$ cat src/decodePkg.sv
// shared types, register ids and command codes for the Fz block decoder
// every decoder module and the testbench import this package
package decodePkg;

	localparam int fieldWidth = 4;
	localparam int regIdWidth = 6;
	localparam int immWidth = 33;
	localparam int nmidWidth = 6;
	localparam int formWidth = 5;
	localparam int ityWidth = 4;
	localparam int cctyWidth = 2;
	localparam int ucmdIxWidth = 6;

	// the high halfword is either register fields or a raw 16-bit immediate
	typedef union packed {
		struct packed {
			logic [fieldWidth-1:0] major;
			logic exQ;
			logic exN;
			logic exM;
			logic exI;
			logic [fieldWidth-1:0] fieldO;
			logic [fieldWidth-1:0] minor;
			logic [fieldWidth-1:0] prefix;
			logic [fieldWidth-1:0] block;
			logic [fieldWidth-1:0] fieldN;
			logic [fieldWidth-1:0] fieldM;
		} regView;
		struct packed {
			logic [15:0] imm16;
			logic [fieldWidth-1:0] prefix;
			logic [fieldWidth-1:0] block;
			logic [7:0] imm8;
		} immView;
	} istrWord_u;

	typedef logic [regIdWidth-1:0] regId_t;

	localparam regId_t grDlr = 6'h20;
	localparam regId_t grPc = 6'h38;
	localparam regId_t grImm = 6'h3E;
	localparam regId_t grZzr = 6'h3F;

	typedef logic [immWidth-1:0] imm_t;

	typedef enum logic [nmidWidth-1:0] {
		ucNop = 6'h00,
		ucBra = 6'h02,
		ucBsr = 6'h03,
		ucMovIr = 6'h08,
		ucAlu3 = 6'h10,
		ucAluCmp = 6'h11,
		ucMul3 = 6'h12,
		ucShad3 = 6'h14,
		ucShld3 = 6'h15,
		ucInvop = 6'h3F
	} nmid_t;

	typedef enum logic [formWidth-1:0] {
		fmZ = 5'h00,
		fmRegReg = 5'h01,
		fmRegImmReg = 5'h02,
		fmImm8Reg = 5'h03,
		fmPcDisp = 5'h04,
		fmImm12Z = 5'h05,
		fmImm12N = 5'h06
	} form_t;

	// operand order, the letter gives the immediate extension
	typedef enum logic [ityWidth-1:0] {
		itySb = 4'h0,
		itySw = 4'h1,
		itySq = 4'h3,
		ityUb = 4'h4,
		ityUw = 4'h5,
		ityNb = 4'h8,
		ityNw = 4'h9
	} ity_t;

	typedef enum logic [cctyWidth-1:0] {
		ccAl = 2'd0,
		ccCt = 2'd2,
		ccCf = 2'd3
	} ccty_t;

	typedef enum logic [ucmdIxWidth-1:0] {
		ucixAdd = 6'h00,
		ucixSub = 6'h01,
		ucixAdc = 6'h02,
		ucixSbb = 6'h03,
		ucixTst = 6'h04,
		ucixAnd = 6'h05,
		ucixOr = 6'h06,
		ucixXor = 6'h07,
		ucixAddSl = 6'h08,
		ucixAddUl = 6'h09,
		ucixCmpHs = 6'h0B,
		ucixCmpEq = 6'h0C,
		ucixCmpHi = 6'h0D,
		ucixCmpGt = 6'h0E,
		ucixCmpGe = 6'h0F,
		ucixTstQ = 6'h14,
		ucixCmpQEq = 6'h1C,
		ucixCmpQHi = 6'h1D,
		ucixCmpQGt = 6'h1E,
		ucixMulS = 6'h20,
		ucixMulU = 6'h21,
		ucixLdix = 6'h30,
		ucixLdiSh16 = 6'h31
	} ucmdIx_t;

endpackage
$ cat src/fzDecoder.sv
// top level of the Fz block decoder, one word in per cycle
// decoded micro-op appears one clock after a valid word
`timescale 1ns/10ps

module fzDecoder (
	input logic clock,
	input logic reset,
	input logic istrValid,
	input decodePkg::istrWord_u istrWord,
	output logic opValid,
	output decodePkg::regId_t regN,
	output decodePkg::regId_t regM,
	output decodePkg::regId_t regO,
	output decodePkg::imm_t imm,
	output logic [7:0] uCmd,
	output logic [7:0] uIxt
);
	import decodePkg::*;

	nmid_t nmid;
	form_t form;
	ity_t ity;
	ccty_t ccty;
	ucmdIx_t ucmdIx;
	regId_t regNDfl;
	regId_t regMDfl;
	regId_t regODfl;
	regId_t regODf2;
	imm_t immZext17;
	imm_t immNext17;
	imm_t immSext16;
	imm_t immZext16;
	imm_t immNext16;
	imm_t disp20s;
	imm_t imm24Z;
	imm_t imm24N;
	regId_t regNNext;
	regId_t regMNext;
	regId_t regONext;
	imm_t immNext;
	logic [7:0] uCmdNext;
	logic [7:0] uIxtNext;

	opClassifier classifier (
		.word(istrWord),
		.nmid(nmid),
		.form(form),
		.ity(ity),
		.ccty(ccty),
		.ucmdIx(ucmdIx)
	);

	fieldExtract extractor (
		.word(istrWord),
		.regNDfl(regNDfl),
		.regMDfl(regMDfl),
		.regODfl(regODfl),
		.regODf2(regODf2),
		.immZext17(immZext17),
		.immNext17(immNext17),
		.immSext16(immSext16),
		.immZext16(immZext16),
		.immNext16(immNext16),
		.disp20s(disp20s),
		.imm24Z(imm24Z),
		.imm24N(imm24N)
	);

	operandFormer former (
		.nmid(nmid),
		.form(form),
		.ity(ity),
		.ccty(ccty),
		.ucmdIx(ucmdIx),
		.regNDfl(regNDfl),
		.regMDfl(regMDfl),
		.regODfl(regODfl),
		.regODf2(regODf2),
		.immZext17(immZext17),
		.immNext17(immNext17),
		.immSext16(immSext16),
		.immZext16(immZext16),
		.immNext16(immNext16),
		.disp20s(disp20s),
		.imm24Z(imm24Z),
		.imm24N(imm24N),
		.regN(regNNext),
		.regM(regMNext),
		.regO(regONext),
		.imm(immNext),
		.uCmd(uCmdNext),
		.uIxt(uIxtNext)
	);

	// single output stage, data holds while no word arrives
	always_ff @(posedge clock) begin
		if (reset) begin
			opValid <= 1'b0;
			regN <= grZzr;
			regM <= grZzr;
			regO <= grZzr;
			imm <= '0;
			uCmd <= {ccAl, ucInvop};
			uIxt <= 8'h00;
		end else begin
			opValid <= istrValid;
			if (istrValid) begin
				regN <= regNNext;
				regM <= regMNext;
				regO <= regONext;
				imm <= immNext;
				uCmd <= uCmdNext;
				uIxt <= uIxtNext;
			end
		end
	end

endmodule

$ cat src/operandFormer.sv
// selects final registers, immediate and command bytes, combinational
// driven by the classifier results and the extracted fields
`timescale 1ns/10ps

module operandFormer (
	input decodePkg::nmid_t nmid,
	input decodePkg::form_t form,
	input decodePkg::ity_t ity,
	input decodePkg::ccty_t ccty,
	input decodePkg::ucmdIx_t ucmdIx,
	input decodePkg::regId_t regNDfl,
	input decodePkg::regId_t regMDfl,
	input decodePkg::regId_t regODfl,
	input decodePkg::regId_t regODf2,
	input decodePkg::imm_t immZext17,
	input decodePkg::imm_t immNext17,
	input decodePkg::imm_t immSext16,
	input decodePkg::imm_t immZext16,
	input decodePkg::imm_t immNext16,
	input decodePkg::imm_t disp20s,
	input decodePkg::imm_t imm24Z,
	input decodePkg::imm_t imm24N,
	output decodePkg::regId_t regN,
	output decodePkg::regId_t regM,
	output decodePkg::regId_t regO,
	output decodePkg::imm_t imm,
	output logic [7:0] uCmd,
	output logic [7:0] uIxt
);
	import decodePkg::*;

	always_comb begin
		uCmd = {ccty, nmid};
		uIxt = {ccty, ucmdIx};
		regN = grZzr;
		regM = grZzr;
		regO = grZzr;
		imm = '0;

		case (form)
			fmRegReg: begin
				// word bits 4:0 sit at imm24Z[20:16]
				imm = {{(immWidth-5){1'b0}}, imm24Z[20:16]};
				regN = regNDfl;
				case (ity)
					ityUb: begin
						regM = regMDfl;
						regO = regNDfl;
					end
					ityNb: begin
						regM = regNDfl;
						regO = regMDfl;
					end
					default: begin
						regM = regMDfl;
						regO = regODfl;
					end
				endcase
			end
			fmRegImmReg: begin
				regN = regNDfl;
				regM = regMDfl;
				regO = grImm;
				imm = (ity == ityNw) ? immNext17 : immZext17;
			end
			fmImm8Reg: begin
				case (ity)
					itySb, itySw: imm = immSext16;
					ityNb, ityNw: imm = immNext16;
					default: imm = immZext16;
				endcase
				regN = regODf2;
				if ((ity == itySb) || (ity == ityUb) || (ity == ityNb)) begin
					regM = regODf2;
					regO = grImm;
				end else begin
					regM = grImm;
					regO = regODf2;
				end
			end
			fmPcDisp: begin
				regN = grDlr;
				regM = grPc;
				regO = grImm;
				imm = disp20s;
			end
			fmImm12Z, fmImm12N: begin
				regN = grDlr;
				regM = grDlr;
				regO = grImm;
				imm = (form == fmImm12N) ? imm24N : imm24Z;
			end
			default: begin
				// invalid or empty op carries no extension byte
				uIxt = 8'h00;
			end
		endcase
	end

endmodule

$ cat src/fieldExtract.sv
// default register selectors and candidate immediates, combinational
// the operand former picks among these by form and order type
`timescale 1ns/10ps

module fieldExtract (
	input decodePkg::istrWord_u word,
	output decodePkg::regId_t regNDfl,
	output decodePkg::regId_t regMDfl,
	output decodePkg::regId_t regODfl,
	output decodePkg::regId_t regODf2,
	output decodePkg::imm_t immZext17,
	output decodePkg::imm_t immNext17,
	output decodePkg::imm_t immSext16,
	output decodePkg::imm_t immZext16,
	output decodePkg::imm_t immNext16,
	output decodePkg::imm_t disp20s,
	output decodePkg::imm_t imm24Z,
	output decodePkg::imm_t imm24N
);

	// R0, R1 and R15 map to the special bank unless extended
	function automatic logic regSpecial(input logic [3:0] field, input logic ext);
		regSpecial = ((field[3:1] == 3'b000) || (field == 4'hF)) && !ext;
	endfunction

	assign regNDfl = {regSpecial(word.regView.fieldN, word.regView.exN),
		word.regView.exN, word.regView.fieldN};
	assign regMDfl = {regSpecial(word.regView.fieldM, word.regView.exM),
		word.regView.exM, word.regView.fieldM};
	assign regODfl = {regSpecial(word.regView.fieldO, word.regView.exI),
		word.regView.exI, word.regView.fieldO};

	// imm8 forms take the extension bit from word bit 4
	assign regODf2 = {regSpecial(word.regView.fieldM, word.immView.imm8[4]),
		word.immView.imm8[4], word.regView.fieldM};

	// 9-bit immediate from bits 24:16
	assign immZext17 = {24'h000000, word.immView.imm16[8:0]};
	assign immNext17 = {24'hFFFFFF, word.immView.imm16[8:0]};

	assign immSext16 = {{17{word.immView.imm16[15]}}, word.immView.imm16};
	assign immZext16 = {17'h00000, word.immView.imm16};
	assign immNext16 = {17'h1FFFF, word.immView.imm16};

	assign disp20s = {{13{word.immView.imm8[7]}}, word.immView.imm8,
		word.immView.imm16[11:0]};

	assign imm24Z = {9'h000, word.immView.imm8, word.immView.imm16};
	assign imm24N = {9'h1FF, word.immView.imm8, word.immView.imm16};

endmodule

$ cat src/opClassifier.sv
// opcode classifier for the Fz block, combinational
// gives command, operand form, order type, condition and sub-command
`timescale 1ns/10ps

module opClassifier (
	input decodePkg::istrWord_u word,
	output decodePkg::nmid_t nmid,
	output decodePkg::form_t form,
	output decodePkg::ity_t ity,
	output decodePkg::ccty_t ccty,
	output decodePkg::ucmdIx_t ucmdIx
);
	import decodePkg::*;

	always_comb begin
		nmid = ucInvop;
		form = fmZ;
		ity = itySb;
		ccty = ccAl;
		ucmdIx = ucixAdd;

		if (word.regView.prefix == 4'hF) begin
			case (word.regView.block)
				4'h0: begin
					case (word.regView.major)
						4'h1: begin
							nmid = ucAlu3;
							form = fmRegReg;
							case (word.regView.minor)
								4'h0: ucmdIx = ucixAdd;
								4'h1: ucmdIx = ucixSub;
								4'h2: begin
									nmid = ucMul3;
									ucmdIx = ucixMulS;
								end
								4'h3: ucmdIx = word.regView.exQ ? ucixAddUl : ucixAddSl;
								4'h5: ucmdIx = ucixAnd;
								4'h6: ucmdIx = ucixOr;
								4'h7: ucmdIx = ucixXor;
								4'h9: begin
									// sub-table selected by the O field
									ity = ityNb;
									case (word.regView.fieldO)
										4'h0: ucmdIx = ucixAdd;
										4'h1: ucmdIx = ucixSub;
										4'h2: ucmdIx = ucixAdc;
										4'h3: ucmdIx = ucixSbb;
										4'h4: begin
											nmid = ucAluCmp;
											ucmdIx = word.regView.exQ ? ucixTstQ : ucixTst;
										end
										4'h5: ucmdIx = ucixAnd;
										4'h6: ucmdIx = ucixOr;
										4'h7: ucmdIx = ucixXor;
										4'h9: begin
											nmid = ucMul3;
											ucmdIx = ucixMulS;
										end
										4'hC: begin
											nmid = ucAluCmp;
											ucmdIx = word.regView.exQ ? ucixCmpQEq : ucixCmpEq;
										end
										4'hD: begin
											nmid = ucAluCmp;
											ucmdIx = word.regView.exQ ? ucixCmpQHi : ucixCmpHi;
										end
										4'hE: begin
											nmid = ucAluCmp;
											ucmdIx = word.regView.exQ ? ucixCmpQGt : ucixCmpGt;
										end
										4'hF: begin
											nmid = ucMul3;
											ucmdIx = ucixMulU;
										end
										default: nmid = ucInvop;
									endcase
								end
								default: nmid = ucInvop;
							endcase
						end
						4'hC, 4'hD, 4'hE, 4'hF: begin
							// 20-bit pc-relative branches, E and F are conditional
							nmid = (word.regView.major == 4'hD) ? ucBsr : ucBra;
							form = fmPcDisp;
							ity = itySw;
							if (word.regView.major == 4'hE)
								ccty = ccCt;
							else if (word.regView.major == 4'hF)
								ccty = ccCf;
						end
						default: nmid = ucInvop;
					endcase
				end
				4'h2: begin
					nmid = ucAlu3;
					form = fmRegImmReg;
					ity = ityUw;
					case (word.regView.major)
						4'h0: ucmdIx = ucixAdd;
						4'h1: begin
							ity = ityNw;
							ucmdIx = ucixAdd;
						end
						4'h5: ucmdIx = ucixAnd;
						4'h6: ucmdIx = ucixOr;
						4'h7: ucmdIx = ucixXor;
						default: nmid = ucInvop;
					endcase
				end
				4'h8, 4'h9: begin
					nmid = ucMovIr;
					form = fmImm8Reg;
					ucmdIx = ucixLdix;
					case (word.immView.imm8[7:5])
						3'b000: ity = ityUw;
						3'b001: ity = ityNw;
						3'b010: begin
							nmid = ucAlu3;
							ity = itySb;
							ucmdIx = ucixAdd;
						end
						3'b011: begin
							ity = ityUb;
							ucmdIx = ucixLdiSh16;
						end
						default: nmid = ucInvop;
					endcase
				end
				4'hA, 4'hB: begin
					nmid = ucMovIr;
					form = word.regView.block[0] ? fmImm12N : fmImm12Z;
					ucmdIx = ucixLdix;
				end
				default: nmid = ucInvop;
			endcase
		end

		// unmatched patterns fall back to the invalid form
		if (nmid == ucInvop)
			form = fmZ;
	end

endmodule

$ cat config.mk
export PLATFORM = sky130hd
export DESIGN_NAME = fzDecoder
export DESIGN_NICKNAME = d
export VERILOG_FILES = /design/src/decodePkg.sv /design/src/fzDecoder.sv /design/src/operandFormer.sv /design/src/fieldExtract.sv /design/src/opClassifier.sv
export SDC_FILE = /design/constraint.sdc
export NUM_CORES = 1
export LEC_CHECK = 0
export BUFFER_PORTS_ARGS = -buffer_cell sky130_fd_sc_hd__buf_2
export CELL_PAD_IN_SITES_DETAIL_PLACEMENT = 0
export CELL_PAD_IN_SITES_GLOBAL_PLACEMENT = 1
export CORE_MARGIN = 3
export CORE_UTILIZATION = 35
export DETAILED_ROUTE_END_ITERATION = 8
export GPL_ROUTABILITY_DRIVEN = 1
export PLACE_DENSITY = 0.69
export SLEW_MARGIN = 20
export SYNTH_ARGS = -nofsm -noshare
export SYNTH_HDL_FRONTEND = slang
export SYNTH_HIERARCHICAL = 1
export SYNTH_SLANG_ARGS = --single-unit
export TNS_END_PERCENT = 1
$ cat constraint.sdc
create_clock -name clock -period 4.33 [get_ports clock]
set_input_delay 0.6495 -clock clock [delete_from_list [all_inputs] [get_ports clock]]
set_output_delay 0.6495 -clock clock [all_outputs]
set_load 0.01 [all_outputs]
==> impl_metrics.yaml, run 1 <==
sta:
  max_freq_mhz: 300
  grt_setup_unrepaired: "false"
  drv_slew: 0
  fin_skew_ps: 0
  setup_viol: 0
  hold_viol_final: 0
  worst_slew_pin_slew_ps: 745
  finalCritPeriodShare: 0.771
  setup-tns-final_ps: 0
  period_needed_ps: 3340
  max_slew_margin: 0.503
clock_tree:
  postCtsSetupRepairBufs: 0
  clock_path_buffers: 2
  cts.sinks: 68
  cts.repair.resized: 0
  clk_pin_slew_ps: 70
  cts-root-buf: "clkbuf_16"
  cts_inserted_buffers: 9
  worst_skew_pair.late_latency_ps: 350
  h-tree-depth: 3
  cts_hold_buf: 0
  cts_tree: "yes"
worst_setup_path:
  ff2ff_path_depth: 2
  critPathCapture: "regM[3]$_SDFFE_PP1P_"
  worstPathMaxFanout: 20
  r2r-end: "uCmd[3]$_SDFFE_PP1P_"
  crit_path_max_incr_delay_ps: 460
  path_cells: "buf_2, nor4b_4, nand2_1, o311ai_1, and3_1, buf_4, or4_4, a21bo_4, a221o_1, a211o_1"
  cp-startpoint: "istrWord[29]"
  end_kind: "flop"
  worst_ep_required_time_ps: 4580
  crit_type: "primary input to flop"
  r2r_start: "uCmd[3]$_SDFFE_PP1P_"
  start_kind: "primary input"
  ff2ff_setup_slack_ps: 3530
  worstPathArrival_ps: 3580
  critPathSlowestCell: "o311ai_1"
power:
  internal_power_mw: 1.31
  pwr-share-clk: 0.483
  leakage_nw: 3.06
  powerDensity_nw_per_um2: 232
  power_switching_share: 0.287
  p_seq_frac: 0.349
  power.switching_uw: 529
  vdd_ir_drop_max_uv: 137
  p_comb_frac: 0.168
  power.total_mw: 1.84
floorplanning:
  die_area_sq_um: 26900
  start_util: 0.358
  row_count: 57
  fp.dieH_um: 164
  die_w_um: 164
  ioPinCount: 103
  core_area_sq_um: 24500
cells_and_area:
  finalNetCount: 1004
  final_common_cell: "mux2i_1"
  layout.area.seq_sq_um: 1360
  final_core_util: 0.325
  stdcell_count: 1298
  fill_cells: 2619
  diodes: 0
  drive_gt1_frac: 0.190
  multi_input_area_sq_um: 5050
  area.growth.synth_to_final_pct: -9.22
  layout_common_cells: "mux2i_1 (132), conb_1 (103), buf_2 (101)"
placed_design:
  port_buffers: 102
  dpl.hpwl_um: 15200
  gp_congestion: 0.871
  dp.cells: 1281
detailed_routing:
  dr_wl_met3_um: 1290
  drtAntennaViolNets: 0
  first_pass_iters: 5
  vias: 6442
  wl_met1_um: 10300
  met2_length_um: 10000
  routed_wl_um: 22000
  avgRoutedWirePerCell_um: 16.9
  drc: 0
  drtIter0Drc: 492
  top_layer: "met5"
  avgViaCountPerCell: 4.96
yosys:
  syn_area_sq_um: 8750
  yosysWarnings: 6
  synth_async_sr_flop_share: 0
  synth_seq_cells: 68
  ys_seq_area_frac: 0.156
  yosysUniqueCellTypes: 68
  avgSynthCellArea_sq_um: 7.96
  netlist_instances: 1099
  synth_edf_count: 0
  synth_flop_cell: "dfxtp_1"
global_routing:
  grt_max_degree: 84
  antenna_found_initial: 1
  grt_pass1_vias: 5882
  grtUsageTotal: 0.162
  gr-total-overflow: 0
  grt_pass1_wl_um: 34400
status:
  status: "completed"
run:
  max-cap-violations: 0
hold_path:
  holdCritPathClass: "flop to flop"
[power by group through the flow]
stage	sequential (mW)	combinational [mW]	clock (mW)
after floorplan	0.662	0.387	0
after global placement	0.657	0.304	0
after detailed placement	0.657	0.305	0
after CTS	0.643	0.306	0.913
after global routing	0.644	0.346	0.933
final	0.643	0.310	0.889
[critical path: cells and delay by family]
kind | cells | cell delay [ps]
compound gates | 4 | 1350
simple gates | 4 | 1190
buf+inv | 2 | 400
[logic make-up (layout without fill, tap and decap cells)]
kind of cell / Yosys count / in the layout / synth area share
buffers and inverters: 378 / 153 / 0.312
and+or+nand+nor: 278 / 278 / 0.167
AOI/OAI and AO/OA: 232 / 232 / 0.203
muxes: 137 / 137 / 0.157
DFF: 68 / 68 / 0.156
other: 3 / 103 / 0.00129
xor gates and xnor gates: 2 / 2 / 0.00200
adders and majority gates: 1 / 1 / 0.00114
[layer usage]
layer	up-vias	global-route usage
met1	3004	0.228
met2	166	0.251
li1	3251	-
met3	19	0.0300
met4	2	0.0496
met5	-	0
[synth_stat cells (2+ instances only)]
master,instances,area share
a32oi_1,2,0.0020
nand3_1,15,0.0086
mux2_2,5,0.0064
nor3_1,10,0.0057
o21ai_0,37,0.021
a221o_1,11,0.013
and3_1,2,0.0014
o311a_1,2,0.0023
and2b_1,5,0.0043
buf_2,27,0.015
buf_6,9,0.012
dfxtp_1,68,0.16
o221ai_1,11,0.011
o2111ai_1,2,0.0020
o311ai_0,5,0.0050
nor3_2,2,0.0023
a21oi_1,37,0.021
a211oi_1,10,0.0086
o221ai_2,13,0.022
buf_1,3,0.0013
or4b_4,2,0.0031
nor2b_1,33,0.024
nand2_1,55,0.024
nor2_2,2,0.0014
clkbuf_1,23,0.0099
buf_4,302,0.26
nand4_1,6,0.0043
a41oi_1,2,0.0020
or4_4,2,0.0026
a211o_1,36,0.036
buf_12,5,0.011
xnor2_1,2,0.0020
and2_1,12,0.0086
o22ai_1,8,0.0057
mux2i_1,132,0.15
inv_1,9,0.0039
o2bb2ai_1,5,0.0050
or3_1,5,0.0036
conb_1,3,0.0013
nor4b_2,2,0.0034
nor2_1,93,0.040
o211ai_1,42,0.036
nand2b_1,17,0.012
[through the flow]
step           cell area, sq um  setup WS [ps]  hold WS (ps)
2_1_floorplan              9130            986           531
3_3_place_gp               7570            668           472
3_5_place_dp               7570            620           480
4_1_cts                    7920            998           498
5_1_grt                    7950            753           522
6_report                   7950            992           487
[registers in the layout, summed over array words and instances (netlist names)]
| register | count |
|---|---|
| uCmd | 8 |
| regN | 6 |
| uIxt | 8 |
| opValid | 1 |
| regM | 6 |
| regO | 6 |
| imm | 33 |
[worst min-delay path by stage]
stage                    startpoint                   end  slack [ps]  cells past startpoint
2_1_floorplan  imm[32]$_SDFFE_PP0P_  imm[32]$_SDFFE_PP0P_         530                      2
5_1_grt        imm[24]$_SDFFE_PP0P_  imm[24]$_SDFFE_PP0P_         520                      2
3_5_place_dp   uIxt[0]$_SDFFE_PP0P_  uIxt[0]$_SDFFE_PP0P_         480                      2
4_1_cts         imm[8]$_SDFFE_PP0P_   imm[8]$_SDFFE_PP0P_         500                      2
6_report        imm[8]$_SDFFE_PP0P_   imm[8]$_SDFFE_PP0P_         490                      2
3_3_place_gp   uIxt[4]$_SDFFE_PP0P_  uIxt[4]$_SDFFE_PP0P_         470                      2
[cell type report]
class,count,area share
Clock buffer,9,0.0283
Clock inverter,7,0.0157
Inverter,9,0.00425
Multi-Input combinational cell,753,0.636
Sequential cell,68,0.171
Tap cell,324,0.0510
Timing Repair Buffer,128,0.0932
No activity file was read; power rests on OpenSTA's default activity.
==> inputs of run 2 (changes only) <==
--- a/config.mk
+++ b/config.mk
@@ -5,6 +5,7 @@
 export SDC_FILE = /design/constraint.sdc
 export NUM_CORES = 1
 export LEC_CHECK = 0
+export ABC_AREA = 1
 export BUFFER_PORTS_ARGS = -buffer_cell sky130_fd_sc_hd__buf_2
 export CELL_PAD_IN_SITES_DETAIL_PLACEMENT = 0
 export CELL_PAD_IN_SITES_GLOBAL_PLACEMENT = 1
@@ -12,7 +13,7 @@
 export CORE_UTILIZATION = 35
 export DETAILED_ROUTE_END_ITERATION = 8
 export GPL_ROUTABILITY_DRIVEN = 1
-export PLACE_DENSITY = 0.69
+export PLACE_DENSITY = 0.74
 export SLEW_MARGIN = 20
 export SYNTH_ARGS = -nofsm -noshare
 export SYNTH_HDL_FRONTEND = slang
==> constraint.sdc (replaced) <==
create_clock -name clock -period 3.1 [get_ports clock]
set_input_delay 0.465 -clock clock [delete_from_list [all_inputs] [get_ports clock]]
set_output_delay 0.465 -clock clock [all_outputs]
set_load 0.01 [all_outputs]
==> impl_metrics.yaml, run 2 <==
yosys:
  yosys.area.top_type_share: 0.237
  ys_top_cells_by_area: "buf_4 (24%), nand2_1 (18%), dfxtp_1 (14%)"
  yosysMostFrequentCell: "nand2_1"
  synth_flop_cell: "dfxtp_1"
  synth_async_sr_flop_share: 0
  synth_common_cells: "nand2_1 (455), buf_4 (305), nor2_1 (273)"
  synth_edf_count: 0
  syn_area_sq_um: 9670
  yosysWarnings: 6
  synth.largest_area_cell: "buf_4"
  netlist_instances: 1753
  ys_seq_area_frac: 0.141
  synth_seq_cells: 68
  yosysUniqueCellTypes: 32
  avgSynthCellArea_sq_um: 5.51
worst_setup_path:
  start_kind: "primary input"
  crit_type: "primary input to flop"
  worstPathArrival_ps: 2900
  timing.critical_path.mode_cell: "nand2_1"
  critPathSlowestCell: "nor2_2"
  cp-startpoint: "istrWord[18]"
  end_kind: "flop"
  worstPathMaxFanout: 11
  path_cells: "buf_2, inv_1, nand2_2, nand2_1, nand2_1, nand2_1, nand3_1, nand2_1, nand2_4, nor2_2, inv_1, o211ai_2, nand2_1, inv_1, nor2_1, inv_1, nand2_1, nand2_1, nor2_1"
  worst_ep_required_time_ps: 3340
  crit_path_max_incr_delay_ps: 350
  r2r_start: "imm[32]$_SDFFE_PP0P_"
detailed_routing:
  vias: 8844
  drtAntennaViolNets: 0
  first_pass_iters: 5
  avgViaCountPerCell: 4.45
  avgRoutedWirePerCell_um: 12.4
  drc: 0
  met2_length_um: 11600
  routed_wl_um: 24700
  dr_wl_met3_um: 931
  wl_met1_um: 11600
  drtIter0Drc: 556
  top_layer: "met4"
clock_tree:
  clock_path_buffers: 2
  cts_inserted_buffers: 9
  cts-root-buf: "clkbuf_16"
  cts_hold_buf: 0
  postCtsSetupRepairBufs: 0
  cts_tree: "yes"
  clk_pin_slew_ps: 60
  worst_skew_pair.late_latency_ps: 340
  h-tree-depth: 3
  cts.sinks: 68
sta:
  grt_setup_unrepaired: "false"
  max_slew_margin: 0.544
  drv_slew: 0
  worst_slew_pin_slew_ps: 683
  finalCritPeriodShare: 0.858
  hold_viol_final: 0
  fin_skew_ps: 0
  max_freq_mhz: 376
  period_needed_ps: 2660
  setup_viol: 0
  setup_ws_ps: 439
cells_and_area:
  top_regs: "imm: 33 flops, uCmd: 8 flops, uIxt: 8 flops"
  finalNetCount: 1677
  drive_gt1_frac: 0.129
  area.growth.synth_to_final_pct: -5.95
  final_common_cell: "nand2_1"
  diodes: 0
  layout_common_cells: "nand2_1 (455), nor2_1 (272), nand3_1 (236)"
  fill_cells: 3178
  largest_register: "imm"
  largest_reg_flops: 33
global_routing:
  grt_pass1_wl_um: 39800
  grt_max_degree: 111
  grtUsageTotal: 0.166
  grt_pass1_vias: 7940
  antenna_found_initial: 0
  gr-total-overflow: 0
floorplanning:
  die_w_um: 172
  start_util: 0.358
  die_area_sq_um: 29600
  core_area_sq_um: 27000
  ioPinCount: 103
  row_count: 60
  fp.dieH_um: 172
power:
  power.switching_uw: 769
  internal_power_mw: 1.82
  power_switching_share: 0.298
  vdd_ir_drop_max_uv: 206
  power.total_mw: 2.59
  p_comb_frac: 0.203
  leakage_nw: 4.95
  powerDensity_nw_per_um2: 284
  p_seq_frac: 0.363
  pwr-share-clk: 0.434
placed_design:
  gp_congestion: 0.897
  dp_slack_ps: -43.9
  port_buffers: 102
  dpl.hpwl_um: 17800
status:
  status: "completed"
hold_path:
  holdCritPathClass: "primary input to flop"
  min_from: "reset"
run:
  max-cap-violations: 0
==> run 2: cell types whose count changed in the layout (fill, tap and decap cells not counted), moves of 36 or more <==
cell     delta
nand3_1   +221
inv_1     +211
nand2_1   +400
nor2_1    +180
a211o_1    -36
mux2i_1   -132
==> run 2: cell type report <==
| class | instances | area [sq um] | area share |
|---|---|---|---|
| multi-input cells | 1185 | 5200 | 0.572 |
| flip-flops and latches | 68 | 1360 | 0.150 |
| inverters | 233 | 875 | 0.0962 |
| well taps | 341 | 427 | 0.0469 |
| clock inverters | 5 | 75.1 | 0.00826 |
| repair buffers | 145 | 911 | 0.100 |
| clock buffers | 11 | 243 | 0.0267 |
==> run 2: cells by family after synthesis <==
group,Yosys count,synth area share
buffers and inverters,600,0.361
AO/OA/AOI/OAI,37,0.0230
other,3,0.00116
AND/OR/NAND/NOR,1045,0.474
flip-flops,68,0.141
==> run 2: path summary, 6_finish.rpt <==
check,to,slack [ps],cells after the start
worst max-delay path,uIxt[4]$_SDFFE_PP0P_,440,19
worst min-delay path,opValid$_SDFF_PP0_,300,2
worst max register to register,imm[32]$_SDFFE_PP0P_,2500,2
worst min register to register,regM[0]$_SDFFE_PP1P_,450,2
==> run 2: metal layers <==
layer,global-route usage,vias up
li1,-,4698
met1,0.213,3936
met2,0.290,182
met3,0.0203,28
met4,0.0493,0
met5,0,-
==> run 2: timing repair <==
action,CTS,global route
hold endpoints to repair,0,0
endpoints found under the setup margin,0,6
gates resized for setup,0,1
==> run 2: worst max-delay path: cells and delay by family <==
family	cells	cell delay, ps
and+or+nand+nor	13	1370
buffers and inverters	5	770
AOI/OAI and AO/OA	1	280
==> run 2: power by group through the flow <==
stage	Combinational, mW	Sequential, mW	Clock [mW]
after global routing	0.599	0.943	1.20
after detailed placement	0.522	0.959	0
final	0.524	0.939	1.12
after CTS	0.524	0.940	1.16
after global placement	0.517	0.958	0
after floorplan	0.572	0.978	0
==> run 2: per-stage QoR <==
stage                     utilization  instances  area (sq um)  setup TNS, ps  hold WS, ps
after floorplan                     -       1853         10000              0          490
after CTS                       0.336       1988          9080              0          291
after detailed placement        0.324       1972          8770           -242          439
after global routing            0.336       1988          9090              0          302
final                           0.336       1988          9090              0          305
after global placement          0.324       1972          8770              0          432
==> inputs of run 3 (changes only) <==
==> constraint.sdc (replaced) <==
create_clock -name clock -period 3.3 [get_ports clock]
set_input_delay 0.495 -clock clock [delete_from_list [all_inputs] [get_ports clock]]
set_output_delay 0.495 -clock clock [all_outputs]
set_load 0.01 [all_outputs]
==> impl_metrics.yaml, run 3 (synthesis results as in run 2) <==
status:
  status: "completed"
sta:
  setup_viol: 0
  finalCritPeriodShare: 0.872
  worst_slew_pin_slew_ps: 946
  setup_ws_ps: 424
  period_needed_ps: 2880
  max_slew_margin: 0.370
  fin_skew_ps: 0
  drv_slew: 0
  hold_viol_final: 0
  setup-tns-final_ps: 0
  grt_setup_unrepaired: "false"
  max_freq_mhz: 348
floorplanning:
  start_util: 0.358
  row_count: 60
  ioPinCount: 103
  die_w_um: 172
  die_area_sq_um: 29600
  fp.dieH_um: 172
  core_area_sq_um: 27000
power:
  p_seq_frac: 0.372
  powerDensity_nw_per_um2: 265
  pwr-share-clk: 0.425
  leakage_nw: 4.87
  internal_power_mw: 1.64
  power.switching_uw: 727
  vdd_ir_drop_max_uv: 201
  power_switching_share: 0.307
  p_comb_frac: 0.203
worst_setup_path:
  start_kind: "primary input"
  crit_type: "primary input to flop"
  worstPathMaxFanout: 28
  worst_ep_required_time_ps: 3540
  end_kind: "flop"
  ff2ff_setup_slack_ps: 2700
  r2r-end: "uCmd[1]$_SDFFE_PP1P_"
  worstPathArrival_ps: 3120
  r2r_start: "uCmd[1]$_SDFFE_PP1P_"
  ff2ff_path_depth: 2
clock_tree:
  worst_skew_pair.late_latency_ps: 350
  cts-root-buf: "clkbuf_16"
  clock_path_buffers: 2
  cts.sinks: 68
  cts_hold_buf: 0
  cts_inserted_buffers: 9
  clk_pin_slew_ps: 60
  cts_tree: "yes"
  h-tree-depth: 3
  cts.repair.resized: 0
  postCtsSetupRepairBufs: 0
cells_and_area:
  drive_gt1_frac: 0.123
  area.growth.synth_to_final_pct: -7.65
  top_regs: "imm: 33 flops, uCmd: 8 flops, uIxt: 8 flops"
  final_common_cell: "nand2_1"
  largest_reg_flops: 33
  largest_register: "imm"
  fill_cells: 3114
  final_core_util: 0.330
  finalNetCount: 1664
  stdcell_area_sq_um: 8930
  layout_common_cells: "nand2_1 (455), nor2_1 (272), nand3_1 (236)"
placed_design:
  dpl.hpwl_um: 17700
  port_buffers: 102
  post_dp_cell_area_sq_um: 8620
  gp_congestion: 0.909
  dp_slack_ps: 82.8
hold_path:
  worstHoldPathCells: 2
  holdCritPathClass: "primary input to flop"
  min_from: "reset"
  min_delay_worst_endpoint: "opValid$_SDFF_PP0_"
global_routing:
  antenna_found_initial: 1
  grt_pass1_vias: 7575
  grtUsageTotal: 0.163
  grt_pass1_wl_um: 39100
  gr-total-overflow: 0
  grt_max_degree: 68
detailed_routing:
  drtIter0Drc: 737
  avgRoutedWirePerCell_um: 12.4
  drtAntennaViolNets: 0
  vias: 8721
  first_pass_iters: 5
  drc: 0
  avgViaCountPerCell: 4.41
  routed_wl_um: 24500
run:
  max-cap-violations: 0
## run 3: worst max-delay path by stage
stage | end | startpoint | slack, ps
2_1_floorplan | imm[29]$_SDFFE_PP0P_ | istrWord[18] | 860
3_3_place_gp | imm[12]$_SDFFE_PP0P_ | istrWord[18] | 130
3_5_place_dp | imm[12]$_SDFFE_PP0P_ | istrWord[18] | 80
4_1_cts | imm[28]$_SDFFE_PP0P_ | istrWord[18] | 440
5_1_grt | imm[12]$_SDFFE_PP0P_ | istrWord[18] | 100
6_report | imm[12]$_SDFFE_PP0P_ | istrWord[18] | 420
## run 3: power groups by stage
stage | Sequential (mW) | Combinational, mW | Clock, mW
6_report | 0.881 | 0.482 | 1.01
5_1_grt | 0.886 | 0.553 | 1.06
2_1_floorplan | 0.918 | 0.538 | 0
3_5_place_dp | 0.900 | 0.479 | 0
4_1_cts | 0.882 | 0.480 | 1.03
3_3_place_gp | 0.899 | 0.475 | 0
## run 3: area by class of cell
cell class | instances | area (sq um) | area share
inverters | 233 | 876 | 0.0981
well taps | 341 | 427 | 0.0478
clock inverters | 5 | 50.0 | 0.00561
clock buffers | 11 | 253 | 0.0283
diodes | 1 | 2.50 | 0.000280
multi-input cells | 1185 | 5190 | 0.582
flip-flops and latches | 68 | 1360 | 0.153
repair buffers | 132 | 763 | 0.0855
## run 3: per-layer routing
metal	wire [um]	share of wire	GRT usage
met1	11400	0.47	0.220
met2	11600	0.47	0.280
met3	1160	0.047	0.0162
met4	322	0.013	0.0410
met5	0	0	0
## run 3: critical path, stage by stage
cell,delay [ps]
buf_2,170
inv_1,120
nand2_2,90
nand2_1,60
nand2_1,90
nand2_1,130
nand3_1,80
nand2_1,130
nand2_4,90
nor2_2,360
nor2_8,60
nand2_4,160
nand2_2,370
nand3_1,180
nor2_1,60
nor2_1,140
nand2_1,70
inv_1,70
nand2_1,50
nand2_1,70
nor2_1,50
## run 3: metrics by stage
stage	hold WS, ps	instances	power (mW)
after floorplan	490	1853	1.46
after global placement	433	1959	1.37
after detailed placement	439	1959	1.38
after CTS	313	1975	2.39
after global routing	331	1976	2.50
final	328	1976	2.37
